--- src/maPkg.sv ---
// Multiply-add unit shared types
// Data, tag, product and operation encodings used across the datapath

package maPkg;

	////////////////////////////////////////
	// Widths

	localparam int DATA_WIDTH = 16;		// Integer operand width
	localparam int TAG_WIDTH = 4;		// Issue tag width, wraps

	////////////////////////////////////////
	// Value types

	// Operand and result value, wraps modulo 2^16
	typedef logic [DATA_WIDTH-1:0] maData;

	// Issue tag attached to every accepted operation
	typedef logic [TAG_WIDTH-1:0] maTag;

	// Low half of the multiplier product
	typedef logic [DATA_WIDTH-1:0] maProduct;

	////////////////////////////////////////
	// Operation encoding

	typedef enum logic [1:0] {
		opAdd = 2'b00,		// A plus B
		opSub = 2'b01,		// A minus B
		opMul = 2'b10,		// A times B
		opMad = 2'b11		// A times B plus C
	} maOp;

endpackage

--- src/maLaneIf.sv ---
// Operand and result lane between the multiply-add blocks
// One tagged operation or result per cycle, qualified by valid

`timescale 1ns/1ns

interface maLaneIf;
	import maPkg::*;

	logic valid;		// Lane carries an item this cycle
	maData a;			// First operand or result value
	maData b;			// Second operand, zero on result lanes
	maTag tag;			// Issue tag of the item
	maOp op;			// Operation the item belongs to

	modport source (
		output valid,
		output a,
		output b,
		output tag,
		output op
	);

	modport sink (
		input valid,
		input a,
		input b,
		input tag,
		input op
	);

endinterface

--- src/maIssue.sv ---
// Multiply-add issue stage
// Decodes operations, reserves adder entry and result cycles ahead of time,
// raises busy on a collision and launches accepted work onto the lanes

`timescale 1ns/1ns

module maIssue #(
	parameter int DEPTH_MLT = 3,
	parameter int DEPTH_ADD = 1
)(
	input logic clock,
	input logic arstN,
	input logic opStrobe,
	input maPkg::maOp opCode,
	input maPkg::maData opA,
	input maPkg::maData opB,
	input maPkg::maData opC,
	output logic busy,
	output maPkg::maTag issueTag,
	maLaneIf.source multLane,
	maLaneIf.source addLane,
	output logic ringPush,
	output maPkg::maData ringData
);
	import maPkg::*;

	// Slot i is the cycle i edges after the upcoming one
	localparam int ADD_LEN = DEPTH_MLT + 2;
	localparam int RES_LEN = DEPTH_MLT + DEPTH_ADD + 2;

	logic [ADD_LEN-1:0] addRes;		// Taken adder entry slots
	logic [ADD_LEN-1:0] addMark;	// Slot wanted by presented op
	logic [RES_LEN-1:0] resRes;		// Taken result slots
	logic [RES_LEN-1:0] resMark;
	logic accept;
	logic toMult;
	logic multValid;
	logic addValid;
	maTag tagCnt;
	maData aQ;
	maData bQ;
	maData cQ;
	maTag tagQ;
	maOp opQ;

	// Offsets follow the fixed pipe latencies
	always_comb begin
		addMark = '0;
		resMark = '0;
		case (opCode)
			opAdd, opSub: begin
				addMark[1] = 1'b1;
				resMark[DEPTH_ADD + 1] = 1'b1;
			end
			opMul: resMark[DEPTH_MLT + 1] = 1'b1;		// Never touches the adder
			opMad: begin
				addMark[DEPTH_MLT + 1] = 1'b1;			// Chained product arrives
				resMark[DEPTH_MLT + DEPTH_ADD + 1] = 1'b1;
			end
		endcase
	end

	assign busy = opStrobe & ((|(addMark & addRes)) | (|(resMark & resRes)));
	assign accept = opStrobe & ~busy;
	assign toMult = (opCode == opMul) || (opCode == opMad);

	always_ff @(posedge clock or negedge arstN) begin
		if (!arstN) begin
			addRes <= '0;
			resRes <= '0;
			tagCnt <= '0;
			multValid <= 1'b0;
			addValid <= 1'b0;
			ringPush <= 1'b0;
		end else begin
			addRes <= (addRes | ({ADD_LEN{accept}} & addMark)) >> 1;	// Advance one cycle
			resRes <= (resRes | ({RES_LEN{accept}} & resMark)) >> 1;
			if (accept)
				tagCnt <= maTag'(tagCnt + 1'b1);
			multValid <= accept & toMult;
			addValid <= accept & ~toMult;
			ringPush <= accept & (opCode == opMad);		// Third operand waits in ring
		end
	end

	always_ff @(posedge clock) begin
		if (accept) begin
			aQ <= opA;
			bQ <= opB;
			cQ <= opC;
			tagQ <= tagCnt;
			opQ <= opCode;
		end
	end

	assign issueTag = tagCnt;
	assign ringData = cQ;

	// Both lanes share the launch register
	assign multLane.valid = multValid;
	assign multLane.a = aQ;
	assign multLane.b = bQ;
	assign multLane.tag = tagQ;
	assign multLane.op = opQ;

	assign addLane.valid = addValid;
	assign addLane.a = aQ;
	assign addLane.b = bQ;
	assign addLane.tag = tagQ;
	assign addLane.op = opQ;

	// A refused operation stays on the inputs until taken
	assert property (@(posedge clock) disable iff (!arstN)
		busy |=> opStrobe && $stable(opCode) && $stable(opA) && $stable(opB) && $stable(opC))
		else $error("maIssue: operation withdrawn or changed while busy");

endmodule

--- src/maOperandRing.sv ---
// Third-operand ring buffer for multiply-add
// Holds C operands in issue order until the matching product reaches the adder

`timescale 1ns/1ns

module maOperandRing #(
	parameter int DEPTH_MLT = 3
)(
	input logic clock,
	input logic arstN,
	input logic push,
	input maPkg::maData pushData,
	input logic pop,
	output maPkg::maData headData
);
	import maPkg::*;

	localparam int PTR_W = $clog2(DEPTH_MLT);
	localparam int CNT_W = $clog2(DEPTH_MLT + 1);

	maData mem [DEPTH_MLT];
	logic [PTR_W-1:0] wrPtr;
	logic [PTR_W-1:0] rdPtr;
	logic [CNT_W-1:0] count;		// Entries held

	always_ff @(posedge clock) begin
		if (push)
			mem[wrPtr] <= pushData;
	end

	always_ff @(posedge clock or negedge arstN) begin
		if (!arstN) begin
			wrPtr <= '0;
			rdPtr <= '0;
			count <= '0;
		end else begin
			if (push)
				wrPtr <= (wrPtr == PTR_W'(DEPTH_MLT - 1)) ? '0 : PTR_W'(wrPtr + 1'b1);
			if (pop)
				rdPtr <= (rdPtr == PTR_W'(DEPTH_MLT - 1)) ? '0 : PTR_W'(rdPtr + 1'b1);
			case ({push, pop})
				2'b10: count <= CNT_W'(count + 1'b1);
				2'b01: count <= CNT_W'(count - 1'b1);
				default: count <= count;		// Idle or push with pop
			endcase
		end
	end

	assign headData = mem[rdPtr];

	assert property (@(posedge clock) disable iff (!arstN)
		push |-> (count < CNT_W'(DEPTH_MLT)) || pop)
		else $error("maOperandRing: push while full");

	assert property (@(posedge clock) disable iff (!arstN)
		pop |-> (count != '0))
		else $error("maOperandRing: pop while empty");

endmodule

--- src/maMultPipe.sv ---
// Integer multiplier pipeline
// Multiplies in the first stage, carries tag and op through DEPTH_MLT stages
// and steers the last stage to the result lane or the adder chain

`timescale 1ns/1ns

module maMultPipe #(
	parameter int DEPTH_MLT = 3
)(
	input logic clock,
	input logic arstN,
	maLaneIf.sink inLane,
	maLaneIf.source resultLane,
	maLaneIf.source chainLane
);
	import maPkg::*;

	localparam int LAST = DEPTH_MLT - 1;

	maProduct product;
	maProduct prodQ [DEPTH_MLT];
	maTag tagQ [DEPTH_MLT];
	maOp opQ [DEPTH_MLT];
	logic [DEPTH_MLT-1:0] validQ;
	logic lastIsMad;

	assign product = maProduct'(inLane.a * inLane.b);	// Low half only

	always_ff @(posedge clock or negedge arstN) begin
		if (!arstN) begin
			validQ <= '0;
		end else begin
			validQ[0] <= inLane.valid;
			for (int i = 1; i < DEPTH_MLT; i++)
				validQ[i] <= validQ[i-1];
		end
	end

	always_ff @(posedge clock) begin
		prodQ[0] <= product;
		tagQ[0] <= inLane.tag;
		opQ[0] <= inLane.op;
		for (int i = 1; i < DEPTH_MLT; i++) begin
			prodQ[i] <= prodQ[i-1];
			tagQ[i] <= tagQ[i-1];
			opQ[i] <= opQ[i-1];
		end
	end

	assign lastIsMad = (opQ[LAST] == opMad);

	assign resultLane.valid = validQ[LAST] & ~lastIsMad;	// Plain multiply finishes
	assign resultLane.a = prodQ[LAST];
	assign resultLane.b = '0;
	assign resultLane.tag = tagQ[LAST];
	assign resultLane.op = opQ[LAST];

	assign chainLane.valid = validQ[LAST] & lastIsMad;		// On to the adder
	assign chainLane.a = prodQ[LAST];
	assign chainLane.b = '0;
	assign chainLane.tag = tagQ[LAST];
	assign chainLane.op = opQ[LAST];

endmodule

--- src/maAddPipe.sv ---
// Integer adder pipeline
// Takes a chained product plus ring operand, or a direct add or subtract,
// and carries the sum through DEPTH_ADD stages

`timescale 1ns/1ns

module maAddPipe #(
	parameter int DEPTH_ADD = 1
)(
	input logic clock,
	input logic arstN,
	maLaneIf.sink addLane,
	maLaneIf.sink chainLane,
	output logic ringPop,
	input maPkg::maData ringHead,
	maLaneIf.source resultLane
);
	import maPkg::*;

	localparam int LAST = DEPTH_ADD - 1;

	logic useChain;
	maData opndA;
	maData opndB;
	maData sum;
	maTag inTag;
	maOp inOp;
	maData sumQ [DEPTH_ADD];
	maTag tagQ [DEPTH_ADD];
	maOp opQ [DEPTH_ADD];
	logic [DEPTH_ADD-1:0] validQ;

	assign useChain = chainLane.valid;
	assign ringPop = useChain;		// Head belongs to this product
	assign opndA = useChain ? chainLane.a : addLane.a;
	assign opndB = useChain ? ringHead : addLane.b;
	assign inTag = useChain ? chainLane.tag : addLane.tag;
	assign inOp = useChain ? chainLane.op : addLane.op;
	assign sum = (inOp == opSub) ? maData'(opndA - opndB) : maData'(opndA + opndB);

	always_ff @(posedge clock or negedge arstN) begin
		if (!arstN) begin
			validQ <= '0;
		end else begin
			validQ[0] <= useChain | addLane.valid;
			for (int i = 1; i < DEPTH_ADD; i++)
				validQ[i] <= validQ[i-1];
		end
	end

	always_ff @(posedge clock) begin
		sumQ[0] <= sum;
		tagQ[0] <= inTag;
		opQ[0] <= inOp;
		for (int i = 1; i < DEPTH_ADD; i++) begin
			sumQ[i] <= sumQ[i-1];
			tagQ[i] <= tagQ[i-1];
			opQ[i] <= opQ[i-1];
		end
	end

	assign resultLane.valid = validQ[LAST];
	assign resultLane.a = sumQ[LAST];
	assign resultLane.b = '0;
	assign resultLane.tag = tagQ[LAST];
	assign resultLane.op = opQ[LAST];

	// Issue reservation keeps adder entries unique
	assert property (@(posedge clock) disable iff (!arstN)
		!(addLane.valid && chainLane.valid))
		else $error("maAddPipe: direct and chained operands collide");

endmodule

--- src/maResultSelect.sv ---
// Result port of the multiply-add unit
// Registers the finished result from whichever pipe has one this cycle

`timescale 1ns/1ns

module maResultSelect (
	input logic clock,
	input logic arstN,
	maLaneIf.sink multResult,
	maLaneIf.sink addResult,
	output logic resultValid,
	output maPkg::maData resultData,
	output maPkg::maTag resultTag
);
	import maPkg::*;

	maData nextData;
	maTag nextTag;

	assign nextData = multResult.valid ? multResult.a : addResult.a;
	assign nextTag = multResult.valid ? multResult.tag : addResult.tag;

	always_ff @(posedge clock or negedge arstN) begin
		if (!arstN)
			resultValid <= 1'b0;
		else
			resultValid <= multResult.valid | addResult.valid;	// One-cycle pulse
	end

	always_ff @(posedge clock) begin
		resultData <= nextData;
		resultTag <= nextTag;
	end

	// Result slots were reserved at issue, several cycles back
	assert property (@(posedge clock) disable iff (!arstN)
		!(multResult.valid && addResult.valid))
		else $error("maResultSelect: both pipes finished in the same cycle");

endmodule

--- src/maUnit.sv ---
// Fused multiply-add execution unit, top level
// One operation in per cycle on a strobe, one tagged result out per cycle,
// multiplier and adder pipes chained for multiply-add

`timescale 1ns/1ns

module maUnit #(
	parameter int DEPTH_MLT = 3,
	parameter int DEPTH_ADD = 1
)(
	input logic clock,
	input logic arstN,
	input logic opStrobe,
	input maPkg::maOp opCode,
	input maPkg::maData opA,
	input maPkg::maData opB,
	input maPkg::maData opC,
	output logic busy,
	output maPkg::maTag issueTag,
	output logic resultValid,
	output maPkg::maData resultData,
	output maPkg::maTag resultTag
);
	import maPkg::*;

	logic ringPush;
	logic ringPop;
	maData ringData;
	maData ringHead;

	////////////////////////////////////////
	// Lanes

	maLaneIf multLane ();		// Issue to multiplier
	maLaneIf addLane ();		// Issue to adder
	maLaneIf chainLane ();		// Product into adder
	maLaneIf multResLane ();
	maLaneIf addResLane ();

	////////////////////////////////////////
	// Blocks

	maIssue #(
		.DEPTH_MLT(DEPTH_MLT),
		.DEPTH_ADD(DEPTH_ADD)
	) maIssue_inst (
		.clock(clock),
		.arstN(arstN),
		.opStrobe(opStrobe),
		.opCode(opCode),
		.opA(opA),
		.opB(opB),
		.opC(opC),
		.busy(busy),
		.issueTag(issueTag),
		.multLane(multLane.source),
		.addLane(addLane.source),
		.ringPush(ringPush),
		.ringData(ringData)
	);

	maOperandRing #(
		.DEPTH_MLT(DEPTH_MLT)
	) maOperandRing_inst (
		.clock(clock),
		.arstN(arstN),
		.push(ringPush),
		.pushData(ringData),
		.pop(ringPop),
		.headData(ringHead)
	);

	maMultPipe #(
		.DEPTH_MLT(DEPTH_MLT)
	) maMultPipe_inst (
		.clock(clock),
		.arstN(arstN),
		.inLane(multLane.sink),
		.resultLane(multResLane.source),
		.chainLane(chainLane.source)
	);

	maAddPipe #(
		.DEPTH_ADD(DEPTH_ADD)
	) maAddPipe_inst (
		.clock(clock),
		.arstN(arstN),
		.addLane(addLane.sink),
		.chainLane(chainLane.sink),
		.ringPop(ringPop),
		.ringHead(ringHead),
		.resultLane(addResLane.source)
	);

	maResultSelect maResultSelect_inst (
		.clock(clock),
		.arstN(arstN),
		.multResult(multResLane.sink),
		.addResult(addResLane.sink),
		.resultValid(resultValid),
		.resultData(resultData),
		.resultTag(resultTag)
	);

endmodule

--- config.mk ---
export PLATFORM = sky130hd
export DESIGN_NAME = maUnit
export DESIGN_NICKNAME = d
export VERILOG_FILES = /design/src/maPkg.sv /design/src/maLaneIf.sv /design/src/maIssue.sv /design/src/maOperandRing.sv /design/src/maMultPipe.sv /design/src/maAddPipe.sv /design/src/maResultSelect.sv /design/src/maUnit.sv
export SDC_FILE = /design/constraint.sdc
export NUM_CORES = 1
export LEC_CHECK = 0
export BUFFER_PORTS_ARGS = -buffer_cell sky130_fd_sc_hd__buf_2
export CAP_MARGIN = 20
export CORE_MARGIN = 2
export CORE_UTILIZATION = 44
export CTS_BUF_LIST = sky130_fd_sc_hd__clkbuf_16
export DETAILED_ROUTE_END_ITERATION = 7
export SYNTH_ARGS = -nofsm -noshare
export SYNTH_HDL_FRONTEND = slang
export SYNTH_SLANG_ARGS = --single-unit
--- constraint.sdc ---
create_clock -name clock -period 6 [get_ports clock]
set_input_delay 0.9 -clock clock [delete_from_list [all_inputs] [get_ports clock]]
set_output_delay 0.9 -clock clock [all_outputs]
set_load 0.02 [all_outputs]
== After elaboration in Yosys (flattened, before gate mapping) ==
Memories as Yosys holds them, arrays and structs flattened.
Index checks and enable logic that the tools add are counted.

* Eq/ne operators: 7
* Add/subtract/negate cells: 5
* Bitwise operators: 19
* Muxes and demuxes: 14
* Reduce and logical (&&, ||, !) cells: 5
* Multiply operators: 1

{| class="wikitable"
|+ Operators by type and width
! operator !! count
|-
| $mux W16 || 4
|-
| $add A16 B16 Y16 || 1
|-
| $mul A16 B16 Y16 || 1
|-
| $sub A16 B16 Y16 || 1
|-
| $eq A2 B2 Y1 const B || 5
|-
| $mux W4 || 2
|-
| $and A1 B1 Y1 || 7
|-
| $and A6 B5 Y6 || 1
|-
| $and A6 B6 Y6 || 1
|-
| $mux W2 || 3
|-
| $or A5 B6 Y6 || 1
|-
| $reduce_or A6 Y1 || 1
|-
| $and A5 B4 Y5 || 1
|-
| $and A5 B5 Y5 || 1
|-
| $mux W1 || 5
|-
| $or A4 B5 Y5 || 1
|-
| $reduce_or A5 Y1 || 1
|-
| $add A2 B1 Y2 const B || 2
|-
| $add A4 B1 Y4 const B || 1
|-
| $eq A2 B1 Y1 const B || 2
|-
| $not A1 Y1 || 3
|-
| $or A1 B1 Y1 || 3
|-
| $logic_not A2 Y1 || 1
|-
| $reduce_or A2 Y1 || 1
|-
| $logic_or A1 B1 Y1 || 1
|}

* Memory bits (writable): 134
* Memories kept: 6
* Output and inout bits: 26
* Register bits after elaboration: 99

{| class="wikitable"
|+ Memory list
! memory !! words !! bits a word !! read ports !! clocked after memory_dff !! write ports !! line !! source
|-
| maMultPipe_inst.prodQ || 3 || 16 || 3 || 0 || 3 || maMultPipe.sv:21 || <nowiki>maProduct prodQ [DEPTH_MLT];</nowiki>
|-
| maOperandRing_inst.mem || 3 || 16 || 1 || 0 || 1 || maOperandRing.sv:21 || <nowiki>maData mem [DEPTH_MLT];</nowiki>
|-
| maAddPipe_inst.sumQ || 1 || 16 || 1 || 0 || 1 || maAddPipe.sv:28 || <nowiki>maData sumQ [DEPTH_ADD];</nowiki>
|-
| maMultPipe_inst.tagQ || 3 || 4 || 3 || 0 || 3 || maMultPipe.sv:22 || <nowiki>maTag tagQ [DEPTH_MLT];</nowiki>
|-
| maMultPipe_inst.opQ || 3 || 2 || 3 || 0 || 3 || maMultPipe.sv:23 || <nowiki>maOp opQ [DEPTH_MLT];</nowiki>
|-
| maAddPipe_inst.tagQ || 1 || 4 || 1 || 0 || 1 || maAddPipe.sv:29 || <nowiki>maTag tagQ [DEPTH_ADD];</nowiki>
|}

== Depth between registers and ports, before layout ==
Gate-level depths: netlist of run 1.

* Depth after elaboration: 11
* Depth in mapped cells: 20
* Gate-level depth less buffers: 19

== Cells and area by module ==
From an unflattened synthesis of run 1, not the netlist that was laid out.

* Cells, all modules: 1,142
* Area, all modules: 13,170.1 um^2

{| class="wikitable"
|+ Modules (own cells, without submodules)
! module !! area an instance (um^2) !! cells an instance !! instances
|-
| maMultPipe || 5,908.2 || 614 || 1
|-
| maIssue || 2,337.2 || 120 || 1
|-
| maAddPipe || 2,195.9 || 247 || 1
|-
| maOperandRing || 1,978.1 || 117 || 1
|-
| maResultSelect || 750.7 || 44 || 1
|}

== Worst setup path after synthesis of run 1 ==
Ideal clock, no wire load.

* Path type: register to register
* From: register maIssue_inst.bQ[1], in the netlist maIssue_inst.addLane.b[1]
* To: memory maMultPipe_inst.prodQ[0][14] in the netlist's numbering
* Slack: 1,175 ps
* Setup time: 72 ps
* Stages on the path, launching flop included: 16
* Path buffers: 1
* Data required time: 5,928 ps
* Clock period less this slack: 4,825 ps
* Arrival: 4,753 ps
* Cells stage by stage: edfxtp_1 clkbuf_1 nand2_1 fa_1 fa_1 fa_1 fa_1 fa_1 fa_1 inv_1 ha_1 nand3_1 nand2_1 a41o_1 o211ai_1 xnor2_1

{| class="wikitable"
|+ RTL lines
! what !! line !! source
|-
| start, declared || maIssue.sv:41 || <nowiki>maData bQ;</nowiki>
|-
| start signal, assigned || maIssue.sv:89 || <nowiki>bQ <= opB;</nowiki>
|-
| end, declared || maMultPipe.sv:21 ||
|}

==> impl_metrics.ini, run 1 <==
[pwr]
swShare_pct = 35.2
p_switching_mw = 2.21
p_leak_nw = 5.83
irDropWorstVdd_uv = 372
clockPowerShare_pct = 22.2
power_frac_seq_pct = 35.6
p_per_area_mw_per_mm2 = 470
p_int_mw = 4.07
combPwrFrac_pct = 42.2

[worst_setup_path]
rrSetupSlack_ns = 0.83
worst-r2r-cell-count = 16
crit_type = flop to flop
endpoint = maMultPipe_inst.prodQ[0][15]
critPathLaunch = maIssue_inst.addLane.b[4]
required_ns = 6.41
crit_fanout = 14
cp-end-kind = flop
critPathLaunchType = flop
r2r-end = maMultPipe_inst.prodQ[0][15]
worstPathArrival_ns = 5.58
r2r_start = maIssue_inst.addLane.b[4]

[placed_design]
place_congestion = 0.848
portBuffers = 78
detailed_place_hpwl_um = 17600
dp_cells = 1422

[cts]
path_clk_slew_ns = 0.06
clock_path_buffers = 3
cts_sinks = 228
clock_latency_ns = 0.54
cts_setup_buffers = 0
root_buffer = clkbuf_16
cts_resized = 0
cts_tree = built
h-tree-depth = 1
holdBufCountCts = 0
cts_made_buffers = 24

[floorplan]
rows = 60
fp.dieW_um = 168
core_area_mm2 = 0.0267
io_pins = 79
die_y_um = 168
initial_core_util_pct = 44.4
die_area_mm2 = 0.0283

[synth]
synthAdderAreaFrac_pct = 20.6
mappedNetlistNets = 1230
ys_ff_latch = 228
synthArstFlopShare_pct = 8.77
synthCells = 1030
seq_area_frac_synth_pct = 47.9
yosys_warnings = 0
yosys.area_share.simple_pct = 11.8
synth_compound_area_share_pct = 4.74
synth_area_mm2 = 0.0119
synthMuxAreaShare_pct = 4.53
yosys_most_used_dff = dfxtp_1
synth-edff-count = 102
syn_avg_cell_area_um2 = 11.5
synth_xor_area_share_pct = 5.30
synth_top_family_by_area = adder cells
netlist-cell-type-count = 57

[min_path]
hold_path_class = input port to async pin

[timing]
fmaxAchievable_ghz = 0.193
relSlewSlack_pct = 37.9
period_needed_ns = 5.17
final_hold_viol_count = 0
fin_tns_setup_ns = 0
rsz0062_at_grt = false
worst_slew_pin_slew_ns = 0.931
setup_violations = 0
finClkSkew_ns = 0.0155
maxSlewViolCount = 0
period_share_pct = 86.2

[finish]
area_delta_synth_final_pct = 12.6
fill_cells = 2405
multi_input_area_mm2 = 0.00560
seq_area_mm2 = 0.00569
drive_gt1_share_pct = 14.3
finalNetCount = 1307
layoutNonFillerInstCount = 1467
final_util_pct = 50.0

[grt]
grt_pass1_vias = 7139
grt_pass1_wl_um = 38200
grtUsageTotal_pct = 17.3
grt_start_max_net_pins = 60
antenna_found_initial = 1
grt_overflow = 0

[routing]
finalWirelength_um = 23900
ant_nets = 0
drtIter0Drc = 380
routedWlPerCell_um = 16.3
drcViolationCount = 0
vias = 7101
drtPass1Iterations = 5
vias_per_cell = 4.84

[job]
maxCapViolations = 0

[outcome]
outcome = finished, final reports clean
[sequential cells by signal (all words and copies together) (netlist names)]
register and cells:
maOperandRing_inst.rdPtr 2, maIssue_inst.addRes 3, maOperandRing_inst.mem 48, maMultPipe_inst.prodQ 48, maMultPipe_inst.tagQ 12, maIssue_inst.addLane.op 2
maAddPipe_inst.sumQ 16, maAddPipe_inst.resultLane.valid 1, maIssue_inst.multLane.valid 1, maMultPipe_inst.validQ 3, maMultPipe_inst.opQ 6, maIssue_inst.resRes 2
maIssue_inst.issueTag 4, maIssue_inst.addLane.b 16, maAddPipe_inst.tagQ 4, maResultSelect_inst.resultValid 1, maOperandRing_inst.wrPtr 2, maResultSelect_inst.resultData 16
maIssue_inst.ringData 16, maIssue_inst.addLane.tag 4, maIssue_inst.addLane.a 16, maResultSelect_inst.resultTag 4, maIssue_inst.addLane.valid 1
[kinds of logic after synthesis]
group / count (synthesis)
compound gates: 88
flops: 228
fa+ha+maj: 147
mux: 51
xor+xnor: 71
simple gates: 292
buf+inv: 153
[synth_stat cells, types with 4 or more instances]
cell,count,area (µm²)
nand2_1,159,597
inv_1,117,439
dfxtp_1,106,2120
edfxtp_1,102,3060
fa_1,81,1620
and2_1,66,413
ha_1,66,826
xnor2_1,45,394
mux2i_1,29,290
o21ai_0,26,130
a21oi_1,25,125
clkbuf_1,25,93.8
xor2_1,25,219
mux2_2,22,248
dfrtp_1,20,500
nor2_1,20,75.1
nor2b_1,8,50.1
nor3_1,8,40.0
a21o_1,7,52.6
a31oi_1,6,37.5
and3_1,5,31.3
nand3_1,4,20.0
[layout make-up]
| type | count | area share, % |
|---|---|---|
| antenna | 1 | 0.0187 |
| tap | 341 | 3.19 |
| multi-input combinational | 649 | 41.9 |
| inverter | 117 | 3.29 |
| sequential | 228 | 42.6 |
| clock inverter | 19 | 0.918 |
| timing repair buffer | 87 | 3.43 |
| clock buffer | 25 | 4.68 |
[critical path: stages, from the launching register on]
cell	delay, ns
edfxtp_1	0.62
and2_1	0.29
fa_1	0.53
inv_1	0.05
fa_1	0.46
fa_1	0.52
inv_1	0.06
fa_1	0.50
fa_1	0.49
inv_1	0.05
fa_1	0.47
inv_1	0.04
ha_1	0.35
and3_1	0.17
a21oi_1	0.05
a31oi_1	0.28
xnor2_1	0.12
[power groups by stage]
| stage | clock network (mW) | registers (mW) | logic (mW) |
|---|---|---|---|
| after CTS | 1.44 | 2.24 | 2.69 |
| after global placement | 0 | 2.27 | 2.63 |
| after detailed placement | 0 | 2.27 | 2.67 |
| final | 1.39 | 2.23 | 2.65 |
| after floorplan | 0 | 2.25 | 2.06 |
| after global routing | 1.50 | 2.28 | 3.02 |
[per-stage QoR]
step	total power [mW]	hold slack [ns]	cell area, µm²	setup WS (ns)
floorplan	4.31	0.310	11900	1.17
global placement	4.90	0.310	12600	0.870
detailed placement	4.94	0.312	12600	0.839
CTS	6.37	0.309	13400	0.836
global route	6.80	0.325	13400	0.612
finish	6.28	0.314	13400	0.831
[per-layer routing]
layer / up-vias / global-route usage [%] / part of all wire, %
met5: - / 0 / 0
met4: 0 / 4.87 / 2.3
met3: 36 / 2.28 / 4.5
met2: 136 / 28.0 / 46
met1: 3425 / 24.7 / 47
li1: 3504 / - / -
[how the worst min path moves through the flow]
stage | from | endpoint | slack [ns] | cells after the start
floorplan | maMultPipe_inst.opQ[0][0] | maMultPipe_inst.opQ[0][2] | 0.31 | 0
global placement | maMultPipe_inst.tagQ[0][5] | maMultPipe_inst.tagQ[0][9] | 0.31 | 0
detailed placement | maMultPipe_inst.prodQ[0][7] | maMultPipe_inst.prodQ[0][23] | 0.31 | 0
CTS | arstN | maIssue_inst.issueTag[2] | 0.31 | 1
global route | maMultPipe_inst.prodQ[0][21] | maMultPipe_inst.prodQ[0][37] | 0.32 | 0
finish | arstN | maIssue_inst.issueTag[2] | 0.31 | 1
[layout by cell type, fill, tap and decap left out, types with 3 or more instances in the layout]
cell / count
dfxtp_1: 106
fa_1: 81
inv_1: 123
o21ai_0: 26
nor2b_1: 7
nand3_1: 4
or3_1: 3
inv_2: 4
nand2_1: 159
o21bai_1: 3
a21oi_1: 25
xnor2_1: 45
and3_1: 5
clkbuf_16: 25
ha_1: 66
mux2_2: 22
dfrtp_1: 20
nand4_1: 3
edfxtp_1: 102
a31oi_1: 6
xor2_1: 25
a21o_1: 7
buf_2: 78
buf_4: 9
nor2_1: 19
clkinv_2: 4
nor3_1: 7
nand2b_1: 3
and2_1: 66
mux2i_1: 29
No activity file was read; power rests on OpenSTA's default activity.
==> inputs of run 2 (changes only) <==
--- a/config.mk
+++ b/config.mk
@@ -11,6 +11,7 @@
 export CORE_UTILIZATION = 44
 export CTS_BUF_LIST = sky130_fd_sc_hd__clkbuf_16
 export DETAILED_ROUTE_END_ITERATION = 7
+export MAX_ROUTING_LAYER = met4
 export SYNTH_ARGS = -nofsm -noshare
 export SYNTH_HDL_FRONTEND = slang
 export SYNTH_SLANG_ARGS = --single-unit
==> impl_metrics.ini, run 2 (same netlist as run 1, synthesis figures left out) <==
[outcome]
outcome = finished, final reports clean

[routing]
met1_length_um = 11100
top_layer = met4
drtPass1Iterations = 4
finalWirelength_um = 23900
wl_met2_um = 11000
drtIter0Drc = 355
ant_nets = 0
drcViolationCount = 0
vias = 7120
vias_per_cell = 4.85
wl_met3_um = 1200
routedWlPerCell_um = 16.3

[timing]
fmaxAchievable_ghz = 0.193
postLayoutSetupSlackWorst_ns = 0.822
rsz0062_at_grt = false
final_hold_viol_count = 0
period_needed_ns = 5.18
worst_slew_pin_slew_ns = 0.935
finClkSkew_ns = 0.0148
setup_violations = 0
fin_tns_setup_ns = 0
timing.hold.ws_ns = 0.315
relSlewSlack_pct = 37.6
period_share_pct = 86.3
maxSlewViolCount = 0

[cts]
holdBufCountCts = 0
cts_tree = built
cts_made_buffers = 24
cts_setup_buffers = 0
root_buffer = clkbuf_16
cts_sinks = 228
path_clk_slew_ns = 0.06
h-tree-depth = 1
clock_path_buffers = 3
clock_latency_ns = 0.53
cts_resized = 0

[finish]
finalNetCount = 1307
top_regs = maMultPipe_inst.prodQ x48, maOperandRing_inst.mem x48
area_delta_synth_final_pct = 12.6
layout_commonest_cell = nand2_1
drive_gt1_share_pct = 14.3
final_cell_mix = nand2_1, inv_1, dfxtp_1

[placed_design]
detailed_place_hpwl_um = 17600
place_ws_ns = 0.839
place_congestion = 0.861
portBuffers = 78

[grt]
grt_start_max_net_pins = 60
grt_overflow = 0
grt_pass1_wl_um = 38200
antenna_found_initial = 1
grtUsageTotal_pct = 17.9
grt_pass1_vias = 7147

[min_path]
hold_path_class = input port to async pin

[floorplan]
initial_core_util_pct = 44.4
fp.dieW_um = 168
rows = 60
io_pins = 79
die_y_um = 168
die_area_mm2 = 0.0283
core_area_mm2 = 0.0267

[pwr]
p_leak_nw = 5.83
power_frac_seq_pct = 35.6
irDropWorstVdd_uv = 372
power_mw = 6.28
p_switching_mw = 2.21
clockPowerShare_pct = 22.2
p_per_area_mw_per_mm2 = 470
combPwrFrac_pct = 42.2
p_int_mw = 4.07
swShare_pct = 35.2

[worst_setup_path]
required_ns = 6.41
cp-end-kind = flop
crit_type = flop to flop
worstPathArrival_ns = 5.59
critPathLaunchType = flop
crit_fanout = 14

[job]
maxCapViolations = 0
## run 2: cell counts in the layout (fill, tap and decap cells not counted)
Identical to the previous run, type by type.
## run 2: metrics by stage
step / cell area [µm²] / instances / util [%]
finish: 13400 / 1467 / 50.0
global route: 13400 / 1467 / 50.0
CTS: 13400 / 1466 / 50.0
detailed placement: 12600 / 1422 / 47.2
global placement: 12600 / 1422 / 47.2
floorplan: 11900 / 1030 / -
## run 2: path summary, 6_finish.rpt
kind | from | to | slack [ns] | cells past startpoint
max reg2reg | maIssue_inst.addLane.b[4] | maMultPipe_inst.prodQ[0][15] | 0.82 | 16
min reg2reg | maMultPipe_inst.prodQ[0][2] | maMultPipe_inst.prodQ[0][18] | 0.31 | 0
max | maIssue_inst.addLane.b[4] | maMultPipe_inst.prodQ[0][15] | 0.82 | 16
min | arstN | maIssue_inst.issueTag[2] | 0.31 | 1
max in group asynchronous | arstN | maIssue_inst.addRes[3] | 5.37 | 1
min in group clock | maMultPipe_inst.prodQ[0][2] | maMultPipe_inst.prodQ[0][18] | 0.31 | 0
## run 2: layout make-up
class	count	area [µm²]
Tap cell	341	427
Sequential cell	228	5690
Inverter	117	439
Antenna cell	1	2.50
Clock buffer	25	626
Multi-Input combinational cell	649	5600
Fill cell	2405	13400
Timing Repair Buffer	87	458
Clock inverter	19	123
## run 2: worst max-delay path, cell delays in order, from the launching register on
cell and delay, ns:
edfxtp_1 0.62, and2_1 0.29, fa_1 0.53, inv_1 0.05, fa_1 0.46, fa_1 0.52
inv_1 0.06, fa_1 0.50, fa_1 0.49, inv_1 0.05, fa_1 0.47, inv_1 0.04
ha_1 0.35, and3_1 0.17, a21oi_1 0.05, a31oi_1 0.28, xnor2_1 0.12
## run 2: power groups by stage
stage          combinational (mW)  sequential, mW  clock [mW]
5_1_grt                      3.02            2.28        1.50
3_3_place_gp                 2.63            2.27           0
2_1_floorplan                2.06            2.25           0
4_1_cts                      2.69            2.24        1.44
3_5_place_dp                 2.67            2.27           0
6_report                     2.65            2.23        1.39
## run 2: layer usage
| layer | vias to the layer above | track usage (%) |
|---|---|---|
| li1 | 3507 | - |
| met1 | 3425 | 24.7 |
| met2 | 148 | 28.0 |
| met3 | 40 | 2.23 |
| met4 | 0 | 4.87 |
| met5 | - | - |
==> inputs of run 3 (changes only) <==
--- a/config.mk
+++ b/config.mk
@@ -5,12 +5,14 @@
 export SDC_FILE = /design/constraint.sdc
 export NUM_CORES = 1
 export LEC_CHECK = 0
+export ABC_AREA = 1
 export BUFFER_PORTS_ARGS = -buffer_cell sky130_fd_sc_hd__buf_2
 export CAP_MARGIN = 20
 export CORE_MARGIN = 2
 export CORE_UTILIZATION = 44
 export CTS_BUF_LIST = sky130_fd_sc_hd__clkbuf_16
 export DETAILED_ROUTE_END_ITERATION = 7
+export HOLD_SLACK_MARGIN = 0.06
 export MAX_ROUTING_LAYER = met4
 export SYNTH_ARGS = -nofsm -noshare
 export SYNTH_HDL_FRONTEND = slang
==> impl_metrics.ini, run 3 <==
[worst_setup_path]
crit_chain = nand2_1, fa_1, fa_1, fa_1, fa_1, fa_1, fa_1, inv_1, ha_1, nand2_1, nor3_1, nand3_1, o2111ai_1, xor2_1
cp-end-kind = flop
slowest_stage = edfxtp_1
worstPathArrival_ns = 5.67
crit_type = flop to flop
worst-path-buf-inv = 1
crit_fanout = 17
required_ns = 6.44
max_stage_delay_ns = 0.73
cp_top_family = adder cells
critPathLaunchType = flop
cpMostUsedCell = fa_1

[pwr]
power_frac_seq_pct = 34.1
combPwrFrac_pct = 43.8
p_leak_nw = 7.14
swShare_pct = 38.7
p_switching_mw = 2.51
clockPowerShare_pct = 22.2
irDropWorstVdd_uv = 280
p_int_mw = 3.97
p_per_area_mw_per_mm2 = 464

[grt]
grtUsageTotal_pct = 19.2
grt_start_max_net_pins = 48
grt_pass1_wl_um = 42500
grt_pass1_vias = 8117
antenna_found_initial = 0
grt_overflow = 0

[placed_design]
place_congestion = 0.869
detailed_place_hpwl_um = 19800
place_ws_ns = 0.778
portBuffers = 78
dp_cells = 1767

[synth]
synthCells = 1347
syn_avg_cell_area_um2 = 9.26
synth_area_mm2 = 0.0125
synth_commonest_cells = nand2_1, inv_1, dfxtp_1
netlist-cell-type-count = 42
synth-edff-count = 102
seq_area_frac_synth_pct = 45.6
yosysMostFrequentCell = nand2_1
synth_top_area_share_pct = 24.6
yosys_warnings = 0
mappedNetlistNets = 1547
yosys_most_used_dff = dfxtp_1
yosysTopAreaCell = edfxtp_1
synth_area_leaders = edfxtp_1, dfxtp_1, fa_1
ys_ff_latch = 228
synthArstFlopShare_pct = 8.77

[cts]
clock_path_buffers = 3
cts_resized = 0
h-tree-depth = 1
cts_sinks = 228
cts_made_buffers = 25
cts_setup_buffers = 0
root_buffer = clkbuf_16
clock_latency_ns = 0.53
cts_tree = built
path_clk_slew_ns = 0.06
holdBufCountCts = 0

[finish]
multi_input_area_mm2 = 0.00559
fill_cells = 2647
num_antenna_cells = 0
finalNetCount = 1617
top_regs = maMultPipe_inst.prodQ x48, maOperandRing_inst.mem x48
area_delta_synth_final_pct = 12.0
layoutNonFillerInstCount = 1814
seq_area_mm2 = 0.00569
drive_gt1_share_pct = 11.1
layout_commonest_cell = nand2_1
final_cell_mix = nand2_1, inv_1, dfxtp_1

[outcome]
outcome = finished, final reports clean

[routing]
routedWlPerCell_um = 14.5
finalWirelength_um = 26200
drtPass1Iterations = 5
ant_nets = 0
vias = 8409
drcViolationCount = 0
vias_per_cell = 4.64
drtIter0Drc = 410

[timing]
period_share_pct = 87.1
timing.hold.ws_ns = 0.318
finClkSkew_ns = 0.0173
worst_slew_pin_slew_ns = 0.845
relSlewSlack_pct = 43.6
fin_tns_setup_ns = 0
postLayoutSetupSlackWorst_ns = 0.777
final_hold_viol_count = 0
maxSlewViolCount = 0
period_needed_ns = 5.22
setup_violations = 0
fmaxAchievable_ghz = 0.191
rsz0062_at_grt = false

[job]
maxCapViolations = 0

[floorplan]
rows = 61
core_area_mm2 = 0.0279
io_pins = 79
die_y_um = 172
initial_core_util_pct = 44.8
fp.dieW_um = 172
die_area_mm2 = 0.0297

[min_path]
hold_path_class = input port to async pin
[run 3: logic make-up after synthesis]
logic type | Yosys count | share of synthesized area (%)
buf+inv | 304 | 9.69
xor+xnor | 45 | 3.16
flops | 228 | 45.6
fa+ha+maj | 147 | 19.6
compound gates | 104 | 4.51
simple gates | 519 | 17.4
[run 3: power groups by stage]
stage | logic [mW] | registers (mW) | clock network [mW]
global route | 3.28 | 2.25 | 1.54
detailed placement | 2.84 | 2.24 | 0
global placement | 2.81 | 2.24 | 0
finish | 2.84 | 2.21 | 1.44
CTS | 2.86 | 2.21 | 1.48
floorplan | 2.14 | 2.24 | 0
[run 3: area by class of cell]
cell class,count,area share [%]
Timing Repair Buffer,85,3.31
Multi-Input combinational cell,815,40.0
Clock buffer,25,4.48
Inverter,262,7.06
Tap cell,378,3.38
Sequential cell,228,40.7
Clock inverter,21,1.10
[run 3: final timing paths]
kind / end / slack, ns / cells past startpoint / from
max: maMultPipe_inst.prodQ[0][14] / 0.78 / 14 / maIssue_inst.addLane.b[1]
min: maOperandRing_inst.wrPtr[0] / 0.32 / 1 / arstN
max reg2reg: maMultPipe_inst.prodQ[0][14] / 0.78 / 14 / maIssue_inst.addLane.b[1]
min reg2reg: maMultPipe_inst.tagQ[0][5] / 0.32 / 0 / maMultPipe_inst.tagQ[0][1]
max in group asynchronous: maResultSelect_inst.resultValid / 5.34 / 1 / arstN
min in group clock: maMultPipe_inst.tagQ[0][5] / 0.32 / 0 / maMultPipe_inst.tagQ[0][1]
[run 3: metrics by stage]
stage | util [%] | area (µm²) | power, mW
after floorplan | - | 12500 | 4.37
after global placement | 47.3 | 13200 | 5.05
after detailed placement | 47.3 | 13200 | 5.09
after CTS | 50.1 | 13900 | 6.55
after global routing | 50.2 | 14000 | 7.08
final | 50.2 | 14000 | 6.48
[run 3: layer usage]
layer  global-route usage (%)  up-vias  wire, µm
li1                         -     4271         -
met1                     27.2     3918     12700
met2                     29.8      181     11700
met3                     2.04       39      1240
met4                     4.64        0       550
met5                        -        -         0
